File: config.mk
export PLATFORM = sky130hd
export DESIGN_NAME = exec_core
export DESIGN_NICKNAME = d
export VERILOG_FILES = /design/src/rtl/exec_pkg.sv /design/src/rtl/exec_regfile.sv /design/src/rtl/exec_alu.sv /design/src/rtl/exec_shifter.sv /design/src/rtl/exec_writeback.sv /design/src/rtl/exec_core.sv
export VERILOG_INCLUDE_DIRS = /design/src /design/src/rtl
export SDC_FILE = /design/constraint.sdc
export NUM_CORES = 2
export LEC_CHECK = 0
export BUFFER_PORTS_ARGS = -buffer_cell sky130_fd_sc_hd__buf_2
export CORE_AREA = 2 2 356 358
export DETAILED_ROUTE_END_ITERATION = 10
export DIE_AREA = 0 0 358 360
export GPL_TIMING_DRIVEN = 0
export PLACE_DENSITY = 0.69
export REMOVE_ABC_BUFFERS = 1
export SYNTH_ARGS = -nofsm -noshare
export SYNTH_HDL_FRONTEND = slang
export SYNTH_HIERARCHICAL = 1
export SYNTH_SLANG_ARGS = --single-unit
File: constraint.sdc
create_clock -name clk_int -period 3.8 [get_ports clk_int]
set_clock_uncertainty 0.15 [all_clocks]
set_input_delay 0.19 -clock clk_int [delete_from_list [all_inputs] [get_ports clk_int]]
set_output_delay 0.19 -clock clk_int [all_outputs]
set_load 0.005 [all_outputs]
File: src/rtl/exec_cfg.svh
////////////////////////////////////////////////////////////////////////////
// Execute slice configuration
// Data width, RV32E mode and the register file geometry derived from it
////////////////////////////////////////////////////////////////////////////

`ifndef EXEC_CFG_SVH
`define EXEC_CFG_SVH

// Register and result width
`define EXEC_DATA_WIDTH 32

// 1 selects the 16-register RV32E file
`define EXEC_RV32E 0

// Register address width follows the RV32E choice
`define EXEC_REG_AW ((`EXEC_RV32E != 0) ? 4 : 5)

// Number of architectural registers, x0 included
`define EXEC_NUM_REGS (1 << `EXEC_REG_AW)

`endif

File: src/rtl/exec_pkg.sv
////////////////////////////////////////////////////////////////////////////
// Execute slice package
// Opcode and writeback state types shared by the RTL and the testbench
////////////////////////////////////////////////////////////////////////////

`default_nettype none

package exec_pkg;

  // Issue opcodes, ALU group first and shifts last
  typedef enum logic [3:0] {
    OP_LI   = 4'd0,
    OP_ADD  = 4'd1,
    OP_SUB  = 4'd2,
    OP_AND  = 4'd3,
    OP_OR   = 4'd4,
    OP_XOR  = 4'd5,
    OP_SLT  = 4'd6,
    OP_SLTU = 4'd7,
    OP_SLL  = 4'd8,
    OP_SRL  = 4'd9,
    OP_SRA  = 4'd10
  } exec_op_e;

  // Writeback stage state
  typedef enum logic {
    WB_IDLE   = 1'b0,
    WB_RESULT = 1'b1
  } wb_state_e;

endpackage

`default_nettype wire

File: src/rtl/exec_regfile.sv
////////////////////////////////////////////////////////////////////////////
// Integer register file
// Two combinational read ports, one write port, x0 hardwired to zero
////////////////////////////////////////////////////////////////////////////

`timescale 1ns/100ps
`default_nettype none

`include "exec_cfg.svh"

module exec_regfile (
  input  wire logic                        clk_int,
  input  wire logic                        rst_ni,
  input  wire logic [`EXEC_REG_AW-1:0]     raddr_a_i,
  input  wire logic [`EXEC_REG_AW-1:0]     raddr_b_i,
  output      logic [`EXEC_DATA_WIDTH-1:0] rdata_a_o,
  output      logic [`EXEC_DATA_WIDTH-1:0] rdata_b_o,
  input  wire logic [`EXEC_REG_AW-1:0]     waddr_i,
  input  wire logic [`EXEC_DATA_WIDTH-1:0] wdata_i,
  input  wire logic                        we_i
);

  localparam int unsigned DW = `EXEC_DATA_WIDTH;
  localparam int unsigned AW = `EXEC_REG_AW;
  localparam int unsigned NW = `EXEC_NUM_REGS;

  // Stored words, x0 has no storage
  logic [DW-1:0] mem_q [1:NW-1];
  // Read view with x0 as constant zero
  logic [DW-1:0] rf_words [NW];
  // One-hot write select, word 0 excluded
  logic [NW-1:1] word_en;

  always_comb begin
    for (int i = 1; i < NW; i++) begin
      word_en[i] = we_i && (waddr_i == AW'(i));
    end
  end

  assign rf_words[0] = '0;

  for (genvar w = 1; w < NW; w++) begin : g_word
    // Each word loads only when selected
    always_ff @(posedge clk_int or negedge rst_ni) begin
      if (!rst_ni) begin
        mem_q[w] <= '0;
      end else if (word_en[w]) begin
        mem_q[w] <= wdata_i;
      end
    end

    assign rf_words[w] = mem_q[w];
  end

  // Read muxes
  assign rdata_a_o = rf_words[raddr_a_i];
  assign rdata_b_o = rf_words[raddr_b_i];

  // A write reads back next cycle, a write to x0 still reads zero
  a_write_readback : assert property (@(posedge clk_int) disable iff (!rst_ni)
    we_i |=>
      ((raddr_a_i != $past(waddr_i)) ||
       (rdata_a_o == (($past(waddr_i) == '0) ? '0 : $past(wdata_i)))) &&
      ((raddr_b_i != $past(waddr_i)) ||
       (rdata_b_o == (($past(waddr_i) == '0) ? '0 : $past(wdata_i)))));

endmodule

`default_nettype wire

File: src/rtl/exec_alu.sv
////////////////////////////////////////////////////////////////////////////
// Arithmetic and logic unit
// Load-immediate, add/sub, bitwise logic and signed/unsigned compare
////////////////////////////////////////////////////////////////////////////

`timescale 1ns/100ps
`default_nettype none

`include "exec_cfg.svh"

module exec_alu
  import exec_pkg::*;
(
  input  wire logic                        issue_valid_i,
  input  wire exec_op_e                    op_i,
  input  wire logic [`EXEC_DATA_WIDTH-1:0] opa_i,
  input  wire logic [`EXEC_DATA_WIDTH-1:0] opb_i,
  input  wire logic [`EXEC_DATA_WIDTH-1:0] imm_i,
  output      logic                        claim_o,
  output      logic [`EXEC_DATA_WIDTH-1:0] result_o
);

  localparam int unsigned DW = `EXEC_DATA_WIDTH;

  logic          is_sub;
  logic [DW-1:0] opb_add;
  logic [DW:0]   sum;
  logic          slt;
  logic          sltu;
  logic          own_op;

  // Shared adder, anything but ADD subtracts
  assign is_sub  = (op_i != OP_ADD);
  assign opb_add = is_sub ? ~opb_i : opb_i;
  assign sum     = {1'b0, opa_i} + {1'b0, opb_add} + {{DW{1'b0}}, is_sub};

  // No carry out means borrow
  assign sltu = ~sum[DW];
  // Differing signs decide directly, else sign of difference
  assign slt  = (opa_i[DW-1] ^ opb_i[DW-1]) ? opa_i[DW-1] : sum[DW-1];

  always_comb begin
    own_op   = 1'b1;
    result_o = '0;
    case (op_i)
      OP_LI:   result_o = imm_i;
      OP_ADD,
      OP_SUB:  result_o = sum[DW-1:0];
      OP_AND:  result_o = opa_i & opb_i;
      OP_OR:   result_o = opa_i | opb_i;
      OP_XOR:  result_o = opa_i ^ opb_i;
      OP_SLT:  result_o = {{(DW-1){1'b0}}, slt};
      OP_SLTU: result_o = {{(DW-1){1'b0}}, sltu};
      default: own_op   = 1'b0;
    endcase
  end

  assign claim_o = issue_valid_i && own_op;

endmodule

`default_nettype wire

File: src/rtl/exec_shifter.sv
////////////////////////////////////////////////////////////////////////////
// Barrel shifter
// SLL, SRL and SRA through a single right-shift barrel
////////////////////////////////////////////////////////////////////////////

`timescale 1ns/100ps
`default_nettype none

`include "exec_cfg.svh"

module exec_shifter
  import exec_pkg::*;
(
  input  wire logic                        issue_valid_i,
  input  wire exec_op_e                    op_i,
  input  wire logic [`EXEC_DATA_WIDTH-1:0] opa_i,
  input  wire logic [`EXEC_DATA_WIDTH-1:0] opb_i,
  output      logic                        claim_o,
  output      logic [`EXEC_DATA_WIDTH-1:0] result_o
);

  localparam int unsigned DW = `EXEC_DATA_WIDTH;

  logic          is_left;
  logic          fill;
  logic [4:0]    shamt;
  logic [DW-1:0] opa_rev;
  logic [DW-1:0] res_rev;
  logic [DW-1:0] stage [6];

  assign is_left = (op_i == OP_SLL);
  // Sign fill only for SRA
  assign fill    = (op_i == OP_SRA) && opa_i[DW-1];
  assign shamt   = opb_i[4:0];

  // Bit reversal turns a left shift into a right shift
  always_comb begin
    for (int i = 0; i < DW; i++) begin
      opa_rev[i] = opa_i[DW-1-i];
      res_rev[i] = stage[5][DW-1-i];
    end
  end

  assign stage[0] = is_left ? opa_rev : opa_i;

  // Log stages, shift by 1, 2, 4, 8, 16
  for (genvar k = 0; k < 5; k++) begin : g_stage
    assign stage[k+1] = shamt[k] ? {{(1 << k){fill}}, stage[k][DW-1:(1 << k)]} : stage[k];
  end

  assign result_o = is_left ? res_rev : stage[5];

  // Claims the three shift opcodes only
  assign claim_o = issue_valid_i && ((op_i == OP_SLL) || (op_i == OP_SRL) || (op_i == OP_SRA));

endmodule

`default_nettype wire

File: src/rtl/exec_writeback.sv
////////////////////////////////////////////////////////////////////////////
// Writeback stage
// Registers the claimed unit result and drives regfile write and result
////////////////////////////////////////////////////////////////////////////

`timescale 1ns/100ps
`default_nettype none

`include "exec_cfg.svh"

module exec_writeback
  import exec_pkg::*;
(
  input  wire logic                        clk_int,
  input  wire logic                        rst_ni,
  input  wire logic                        alu_claim_i,
  input  wire logic [`EXEC_DATA_WIDTH-1:0] alu_result_i,
  input  wire logic                        shf_claim_i,
  input  wire logic [`EXEC_DATA_WIDTH-1:0] shf_result_i,
  input  wire logic [`EXEC_REG_AW-1:0]     rd_i,
  output      logic                        rf_we_o,
  output      logic [`EXEC_REG_AW-1:0]     rf_waddr_o,
  output      logic [`EXEC_DATA_WIDTH-1:0] rf_wdata_o,
  output      logic                        result_valid_o,
  output      logic [`EXEC_REG_AW-1:0]     result_rd_o,
  output      logic [`EXEC_DATA_WIDTH-1:0] result_data_o
);

  wb_state_e                   state_q;
  logic                        any_claim;
  logic [`EXEC_DATA_WIDTH-1:0] data_q;
  logic [`EXEC_REG_AW-1:0]     rd_q;

  assign any_claim = alu_claim_i || shf_claim_i;

  // One result cycle per claimed issue
  always_ff @(posedge clk_int or negedge rst_ni) begin
    if (!rst_ni) begin
      state_q <= WB_IDLE;
    end else begin
      state_q <= any_claim ? WB_RESULT : WB_IDLE;
    end
  end

  // Result payload
  always_ff @(posedge clk_int) begin
    if (any_claim) begin
      data_q <= alu_claim_i ? alu_result_i : shf_result_i;
      rd_q   <= rd_i;
    end
  end

  assign result_valid_o = (state_q == WB_RESULT);
  assign result_rd_o    = rd_q;
  assign result_data_o  = data_q;

  // Same cycle drives the regfile write
  assign rf_we_o    = result_valid_o;
  assign rf_waddr_o = rd_q;
  assign rf_wdata_o = data_q;

  // ALU and shifter opcode sets are disjoint
  a_single_claim : assert property (@(posedge clk_int) disable iff (!rst_ni)
    !(alu_claim_i && shf_claim_i));

endmodule

`default_nettype wire

File: src/rtl/exec_core.sv
////////////////////////////////////////////////////////////////////////////
// Integer execute slice
// Register file, ALU and shifter in parallel, then one writeback stage
////////////////////////////////////////////////////////////////////////////

`timescale 1ns/100ps
`default_nettype none

`include "exec_cfg.svh"

module exec_core
  import exec_pkg::*;
(
  input  wire logic                        clk_int,
  input  wire logic                        rst_ni,
  input  wire logic                        issue_valid_i,
  input  wire exec_op_e                    issue_op_i,
  input  wire logic [`EXEC_REG_AW-1:0]     issue_rd_i,
  input  wire logic [`EXEC_REG_AW-1:0]     issue_rs1_i,
  input  wire logic [`EXEC_REG_AW-1:0]     issue_rs2_i,
  input  wire logic [`EXEC_DATA_WIDTH-1:0] issue_imm_i,
  output      logic                        result_valid_o,
  output      logic [`EXEC_REG_AW-1:0]     result_rd_o,
  output      logic [`EXEC_DATA_WIDTH-1:0] result_data_o
);

  // Operands from the regfile
  logic [`EXEC_DATA_WIDTH-1:0] opa;
  logic [`EXEC_DATA_WIDTH-1:0] opb;

  // Unit claims and results
  logic                        alu_claim;
  logic [`EXEC_DATA_WIDTH-1:0] alu_result;
  logic                        shf_claim;
  logic [`EXEC_DATA_WIDTH-1:0] shf_result;

  // Regfile write port
  logic                        rf_we;
  logic [`EXEC_REG_AW-1:0]     rf_waddr;
  logic [`EXEC_DATA_WIDTH-1:0] rf_wdata;

  exec_regfile u_regfile (
    .clk_int   (clk_int),
    .rst_ni    (rst_ni),
    .raddr_a_i (issue_rs1_i),
    .raddr_b_i (issue_rs2_i),
    .rdata_a_o (opa),
    .rdata_b_o (opb),
    .waddr_i   (rf_waddr),
    .wdata_i   (rf_wdata),
    .we_i      (rf_we)
  );

  exec_alu u_alu (
    .issue_valid_i (issue_valid_i),
    .op_i          (issue_op_i),
    .opa_i         (opa),
    .opb_i         (opb),
    .imm_i         (issue_imm_i),
    .claim_o       (alu_claim),
    .result_o      (alu_result)
  );

  exec_shifter u_shifter (
    .issue_valid_i (issue_valid_i),
    .op_i          (issue_op_i),
    .opa_i         (opa),
    .opb_i         (opb),
    .claim_o       (shf_claim),
    .result_o      (shf_result)
  );

  // Result goes back to the regfile and out
  exec_writeback u_writeback (
    .clk_int        (clk_int),
    .rst_ni         (rst_ni),
    .alu_claim_i    (alu_claim),
    .alu_result_i   (alu_result),
    .shf_claim_i    (shf_claim),
    .shf_result_i   (shf_result),
    .rd_i           (issue_rd_i),
    .rf_we_o        (rf_we),
    .rf_waddr_o     (rf_waddr),
    .rf_wdata_o     (rf_wdata),
    .result_valid_o (result_valid_o),
    .result_rd_o    (result_rd_o),
    .result_data_o  (result_data_o)
  );

endmodule

`default_nettype wire

# --- Word-level counts from Yosys, hierarchy flattened ---
# Cells that the tools add are included.
classes:
  n_bitwise: 8
  mux: 19
  reduce_logical: 40
  n_lt_le_gt_ge: 2
  n_addsub: 2
  eq_ne: 42
op_table:
  columns: ["op", "count"]
  rows:
  - ["$mux W32", 13]
  - ["$bmux W32 S5", 2]
  - ["$pmux W32 S7", 1]
  - ["$eq A5 B5 Y1 const B", 16]
  - ["$eq A5 B4 Y1 const B", 8]
  - ["$logic_and A1 B1 Y1", 34]
  - ["$add A32 B32 Y33", 1]
  - ["$add A33 B1 Y33", 1]
  - ["$and A32 B32 Y32", 1]
  - ["$not A32 Y32", 1]
  - ["$or A32 B32 Y32", 1]
  - ["$xor A32 B32 Y32", 1]
  - ["$eq A5 B3 Y1 const B", 4]
  - ["$eq A4 B3 Y1 const B", 4]
  - ["$eq A4 B4 Y1 const B", 3]
  - ["$ge A6 B6 Y1 const B", 2]
  - ["$not A5 Y6", 2]
  - ["$eq A5 B2 Y1 const B", 2]
  - ["$eq A4 B2 Y1 const B", 2]
  - ["$reduce_or A8 Y1", 1]
  - ["$eq A5 B1 Y1 const B", 1]
  - ["$eq A4 B1 Y1 const B", 1]
  - ["$logic_not A4 Y1", 1]
  - ["$ne A4 B1 Y1 const B", 1]
  - ["5 further kinds", 9]
word_totals:
  register_bits: 1030
  wordCells: 147
  input_bits: 54
  out_inout_bits: 38

# --- Logic depth before layout (Yosys ltp) ---
logic_depth:
  ltp_word: 12
  depth_mapped: 22
  ltp_nobuf: 18

# --- Modules after synthesis ---
# Netlist, hierarchy kept.
by_module_without_submodules:
  columns: ["mod", "cells_per_inst", "area_each_um2", "n_inst", "seq_area_each_um2"]
  rows:
  - ["exec_regfile", 3639, 53228.6, 1, 24823.8]
  - ["exec_alu", 575, 4047.6, 1, 0.0]
  - ["exec_shifter", 352, 2720.1, 1, 0.0]
  - ["exec_writeback", 113, 1968.1, 1, 1136.1]

# --- Worst setup path before layout ---
# Ideal clock, no wire load.
synth_timing:
  kind: "input to register"
  startpoint: "in issue_rs2_i[1]"
  endpoint: "reg u_writeback.data_q[0] (netlist: u_writeback/result_data_o[0]) (data pin)"
  arrival_ns: 4.094
  t_required_ns: 3.390
  stages: 20
  setup_slack_ns: -0.705
  n_path_buf: 3
  setup_time_ns: 0.260
  cell_sequence: "buf_2 -> buf_2 -> clkbuf_1 -> mux4_2 -> a22o_1 -> o21ai_1 -> o31ai_1 -> xnor2_1 -> inv_1 -> fa_1 -> nand2b_1 -> a21o_1 -> a31oi_1 -> a21oi_2 -> o21bai_1 -> a211oi_2 -> o21ai_1 -> nor3b_1 -> o211ai_1 -> mux2_4"
synth_between:
  elab_chain_cells: 11
  word_cells_on_any_way: 22
  cone_classes: "add/sub (2); mux (13); bitwise (7)"
synth_rtl:
  columns: ["item", "line", "source"]
  rows:
  - ["start: declaration", "exec_core.sv:20", "input wire logic [`EXEC_REG_AW-1:0] issue_rs2_i,"]
  - ["$not A5 Y6 (not written as such) (*)", "exec_regfile.sv:57", "assign rdata_b_o = rf_words[raddr_b_i];"]
  - ["$bmux W32 S5 (*)", "exec_regfile.sv:57", null]
  - ["$mux W32 (not written as such) (*) (2 in a row)", "exec_regfile.sv:57", null]
  - ["named net opb[1]", "exec_core.sv:29", "logic [`EXEC_DATA_WIDTH-1:0] opb;"]
  - ["$not A32 Y32", "exec_alu.sv:34", "assign opb_add = is_sub ? ~opb_i : opb_i;"]
  - ["$mux W32 (*)", "exec_alu.sv:34", null]
  - ["$add A32 B32 Y33 (*)", "exec_alu.sv:35", "assign sum = {1'b0, opa_i} + {1'b0, opb_add} + {{DW{1'b0}}, is_sub};"]
  - ["$add A33 B1 Y33 (*)", "exec_alu.sv:35", null]
  - ["$mux W1 / $not A1 Y1 (equally long branches)", "exec_alu.sv:40, exec_alu.sv:38", null]
  - ["$pmux W32 S7 (*)", "exec_alu.sv:45", "case (op_i)"]
  - ["named net alu_result[0]", "exec_core.sv:33", "logic [`EXEC_DATA_WIDTH-1:0] alu_result;"]
  - ["$mux W32 (*)", "exec_writeback.sv:48", "data_q <= alu_claim_i ? alu_result_i : shf_result_i;"]
  - ["end signal: assignment", "exec_writeback.sv:48", null]
  - ["end: declaration", "exec_writeback.sv:31", "logic [`EXEC_DATA_WIDTH-1:0] data_q;"]
# The timed path passes the listed nets; every way through them passes the cells marked *. The select of a mux whose other input is x is not followed.
# A chain may end at the register's enable or synchronous reset.

# --- Worst setup path after layout ---
layout_timing:
  startpoint: "reg u_regfile/mem_q[384] (netlist name)"
  endpoint: "reg u_writeback.data_q[22] (netlist: u_writeback/result_data_o[22]) (data pin)"
layout_between:
  word_cells_on_any_way: 19
  cone_classes: "add/sub (2); mux (16); bitwise (1)"
layout_lines:
  columns: ["item", "line", "source"]
  rows:
  - ["start: declaration", "exec_regfile.sv:28", "logic [DW-1:0] mem_q [1:NW-1];"]
  - ["start signal: indexed assignment", "exec_regfile.sv:48", "mem_q[w] <= wdata_i;"]
  - ["$bmux W32 S5 (*)", "exec_regfile.sv:57", null]
  - ["$mux W32 (not written as such) (*) (2 in a row)", "exec_regfile.sv:57", null]
  - ["named net opb[0]", "exec_core.sv:29", null]
  - ["$not A32 Y32", "exec_alu.sv:34", null]
  - ["$mux W32 (*)", "exec_alu.sv:34", null]
  - ["$add A32 B32 Y33 (*)", "exec_alu.sv:35", null]
  - ["$add A33 B1 Y33 (*)", "exec_alu.sv:35", null]
  - ["$pmux W32 S7 (*)", "exec_alu.sv:45", null]
  - ["named net alu_result[22]", "exec_core.sv:33", null]
  - ["$mux W32 (*)", "exec_writeback.sv:48", null]
# Marked as above.

==> reports/qor.csv <==
stage,metric,value,unit
global_route,Total GRT Usage,32.5,%
power,Static Leak,0.0317,uW
synthesis,biggest area consumer among synthesized cells,dfrtp_1,
sta,min Tclk post-route,4.52,ns
critical_path,CP Depth,20,
synthesis,synth top area cells,"dfrtp_1, mux2_2, mux4_2, mux2i_1, a22o_1",
sta,slew of the pin with the lowest slew margin,1.34,ns
clock_network,Clock Sinks,1030,
power,net load switching power,14200,uW
route,Vias/cell,6.99,
place,PortBufs,91,
final_layout,final core occ,57.9,%
critical_path,Worst Setup Path Type,flop to flop,
route,Post-Route WL,211,mm
critical_path,startpoint types,flop,
global_route,pin count of the biggest net entering global routing,123,
power,total power draw,42600,uW
power,PwrDens,589,nW/um^2
synthesis,"EDFF count, synth",37,
critical_path,crit-path max cell delay,0.51,ns
clock_network,TritonCTS buffer count,111,
sta,Peak Freq,0.221,GHz
place,DP HPWL,128,mm
clock_network,worst skew pair latency,0.73,ns
route,met3 WL,21.3,mm
outcome,failing checks,"hold timing, setup timing",
synthesis,fraction of registers with async set or reset after synthesis,96.4,%
floorplan,Die Span Y,360,um
critical_path,Slowest cell on crit path,mux4_2,
sta,Final Hold Vio Count,11,
synthesis,Gate Count Post-Synth,4679,
clock_network,Root Driver,clkbuf_16,
power,Sw Ratio,33.3,%
final_layout,area grow syn2layout,16.8,%
route,drt pass-1 iters,8,
critical_path,WP buf/inv,4,
global_route,first-pass GRT wire length,308,mm
route,drc violations,0,
sta,max-slew violations,0,
sta,setup ws final,-0.716,ns
power,Worst VDD drop,0.000381,V
critical_path,CP most frequent cell,o21ai_4,
critical_path,"Cell Chain, Critical Path",mux4_2 -> a22o_1 -> o21ai_4 -> o31ai_4 -> buf_12 -> clkinv_8 -> o21ai_4 -> fa_2 -> nand2b_4 -> a21o_1 -> a31oi_4 -> a21oi_4 -> o21ai_4 -> buf_4 -> buf_6 -> a21boi_2 -> xnor2_1 -> nand2_1 -> o2111ai_4 -> mux2_4,
sta,fin crit share,119,%
sta,Hold WS,-0.0198,ns
power,Internal,28400,uW
critical_path,Worst Path Max Fanout,4,
outcome,status,"finished, violations left",
critical_path,Worst Setup EP,u_writeback/result_data_o[22],
floorplan,num rows,130,
route,met2 wire length,93.7,mm
critical_path,"CP delay by family, top",compound AO/OA/AOI/OAI gates,
route,DRT iter0 DRCs,5291,
power,Comb pwr share,35.1,%
clock_network,H-tree depth,3,
power,Seq pwr share,39.0,%
critical_path,Worst Reg-to-Reg Cells,20,
floorplan,initial core utilization,49.6,%
global_route,antenna violations before repair,5,
route,Post-Route M1 WL,85.3,mm
critical_path,reg2reg end,u_writeback/result_data_o[22],
critical_path,CP Data Required Time,4.12,ns
critical_path,Critical Path Start,u_regfile/mem_q[384],
synthesis,ys flop type,dfrtp_1,
final_layout,layout cells sized above 1,49.0,%
synthesis,top cell type's share of synthesized area,40.1,%
floorplan,CORE AREA,125000,um^2
synthesis,#FFs+latches synth,1030,
critical_path,CP Capture Type,flop,
critical_path,CP arrival,4.84,ns
sta,# setup viols final,32,
sta,Final TNS setup,-14.83,ns
floorplan,chip width,358,um
synthesis,Yosys warning total,6,
floorplan,I/O pin total,92,
place,GPL Wtd Cong,0.988,
route,via count,44800,
critical_path,Reg-to-Reg Start,u_regfile/mem_q[384],
route,drt wl/cell,32.9,um
synthesis,register area share after synthesis,41.9,%
clock_network,"Clk pin slew, worst setup/hold paths",0.06,ns
power,Clk pwr share,25.9,%
flow_run,# Max-Cap Violations,0,
critical_path,reg2reg setup slack,-0.72,ns
floorplan,DIE AREA,129000,um^2
global_route,vias in the first global route,44900,
clock_network,maximum clock insertion buffer count,3,
route,Max Used Layer,met5,
min_path,Hold Path Class,input port to async pin,
clock_network,CTS tree,built,
sta,RSZ-0062 raised after global routing,true,
sta,Rel. slew slack,10.6,%
final_layout,Final nets,4817,
synthesis,Cell variety after synth,86,
final_layout,# fillers,9740,
global_route,grt ovf,0,
synthesis,Post-Synthesis Cell Area,62000,um^2
synthesis,Syn Area/Cell,13.2,um^2
route,DRT antenna net count,0,
-- per-stage QoR --
stage | instance area [um^2] | setup WS (ns) | hold WS [ns] | std cells
2_1_floorplan | 59400 | -2.76 | -0.256 | 4163
3_3_place_gp | 61900 | -19.45 | 0.216 | 5904
3_5_place_dp | 64700 | -3.04 | 0.176 | 6020
4_1_cts | 71500 | -0.601 | 0.000725 | 6376
5_1_grt | 72400 | -0.794 | 0.00217 | 6409
6_report | 72400 | -0.716 | -0.0198 | 6411
-- worst min-delay path by stage --
stage / start / to / slack (ns) / cells past startpoint
after floorplan: rst_ni / u_regfile/mem_q[0] / -0.26 / 0
after global placement: issue_rd_i[0] / u_writeback/result_rd_o[0] / 0.22 / 1
after detailed placement: rst_ni / u_regfile/mem_q[298] / 0.18 / 1
after CTS: issue_rd_i[3] / u_writeback/result_rd_o[3] / 0.0007 / 2
after global routing: issue_imm_i[9] / u_writeback/result_data_o[9] / 0.002 / 4
final: rst_ni / u_regfile/mem_q[298] / -0.02 / 2
-- placed cells by master (no fill, tap or decap), types with 71 or more instances in the layout --
| master | n |
|---|---|
| mux4_2 | 411 |
| a22o_1 | 198 |
| mux2_2 | 1044 |
| ha_1 | 86 |
| inv_1 | 74 |
| clkbuf_16 | 116 |
| o22ai_1 | 71 |
| buf_2 | 80 |
| nand2_1 | 175 |
| mux2i_1 | 178 |
| dfrtp_1 | 993 |
| buf_4 | 108 |
-- layer usage --
metal	vias up	track usage [%]
met5	-	0.264
met3	659	7.56
li1	17900	-
met4	12	13.3
met1	23600	45.6
met2	2601	48.5
-- area by class of cell --
class | count | area, um^2 | area share, %
multi-input combinational | 3052 | 35200 | 48.6
antenna | 2 | 5.00 | 0.00692
clock buffer | 163 | 3310 | 4.57
clock inverter | 42 | 408 | 0.564
timing repair inverter | 1 | 8.76 | 0.0121
sequential | 1030 | 26000 | 35.9
inverter | 81 | 345 | 0.477
tap | 1650 | 2060 | 2.85
timing repair buffer | 390 | 5090 | 7.03
-- sequential cells by signal, indices dropped and copies added (netlist names) --
register	flops
u_writeback/result_valid_o	1
u_writeback/result_data_o	32
u_writeback/result_rd_o	5
u_regfile/mem_q	992
-- cell usage after synthesis, types with 14 or more instances --
library cell  number
a211oi_1          70
a21o_1            19
a21oi_1           51
a22o_1           198
a22oi_1           47
and2_1            37
and3_1            39
buf_1             17
buf_2            143
buf_4             68
buf_6             19
clkbuf_1         264
dfrtp_1          993
edfxtp_1          37
ha_1              95
inv_1             78
mux2_1            21
mux2_2          1049
mux2_4            29
mux2i_1          186
mux4_2           408
nand2_1          195
nand3_1           14
nor2_1            72
nor3_1            23
o2111ai_1         23
o211ai_1          19
o21ai_0           38
o21ai_1           67
o22ai_1           75
o31ai_1           68
xnor2_1           51
-- power groups by stage --
stage	logic, uW	clock network, uW	registers, uW
after floorplan	9050	0	15700
after global placement	12200	0	16500
after detailed placement	12400	0	16700
after CTS	14000	11200	16500
after global routing	15700	11700	17000
final	15000	11100	16600
-- repair_timing --
action	4_1_cts	5_1_grt
hold endpoints to repair	138	0
hold buffers	32	0
pin swaps	78	73
gates cloned	26	3
gates resized for setup	268	96
endpoints found under the setup margin	32	32
setup buffers	94	32
-- worst register-to-register path: stages, from the launching register on --
cell,delay [ns]
dfrtp_1,0.39
mux4_2,0.51
a22o_1,0.23
o21ai_4,0.24
o31ai_4,0.14
buf_12,0.18
clkinv_8,0.05
o21ai_4,0.05
fa_2,0.37
nand2b_4,0.16
a21o_1,0.19
a31oi_4,0.20
a21oi_4,0.13
o21ai_4,0.24
buf_4,0.15
buf_6,0.10
a21boi_2,0.05
xnor2_1,0.13
nand2_1,0.12
o2111ai_4,0.16
mux2_4,0.33
-- cell families after synthesis --
logic type               synth area share, %
multiplexers                            38.2
flip-flops                              41.9
AO/OA/AOI/OAI                           8.88
buffers and inverters                   4.65
AND/OR/NAND/NOR                         3.53
adder cells (fa/ha/maj)                 1.95
XOR/XNOR                               0.862
No activity file was read; power rests on OpenSTA's default activity.
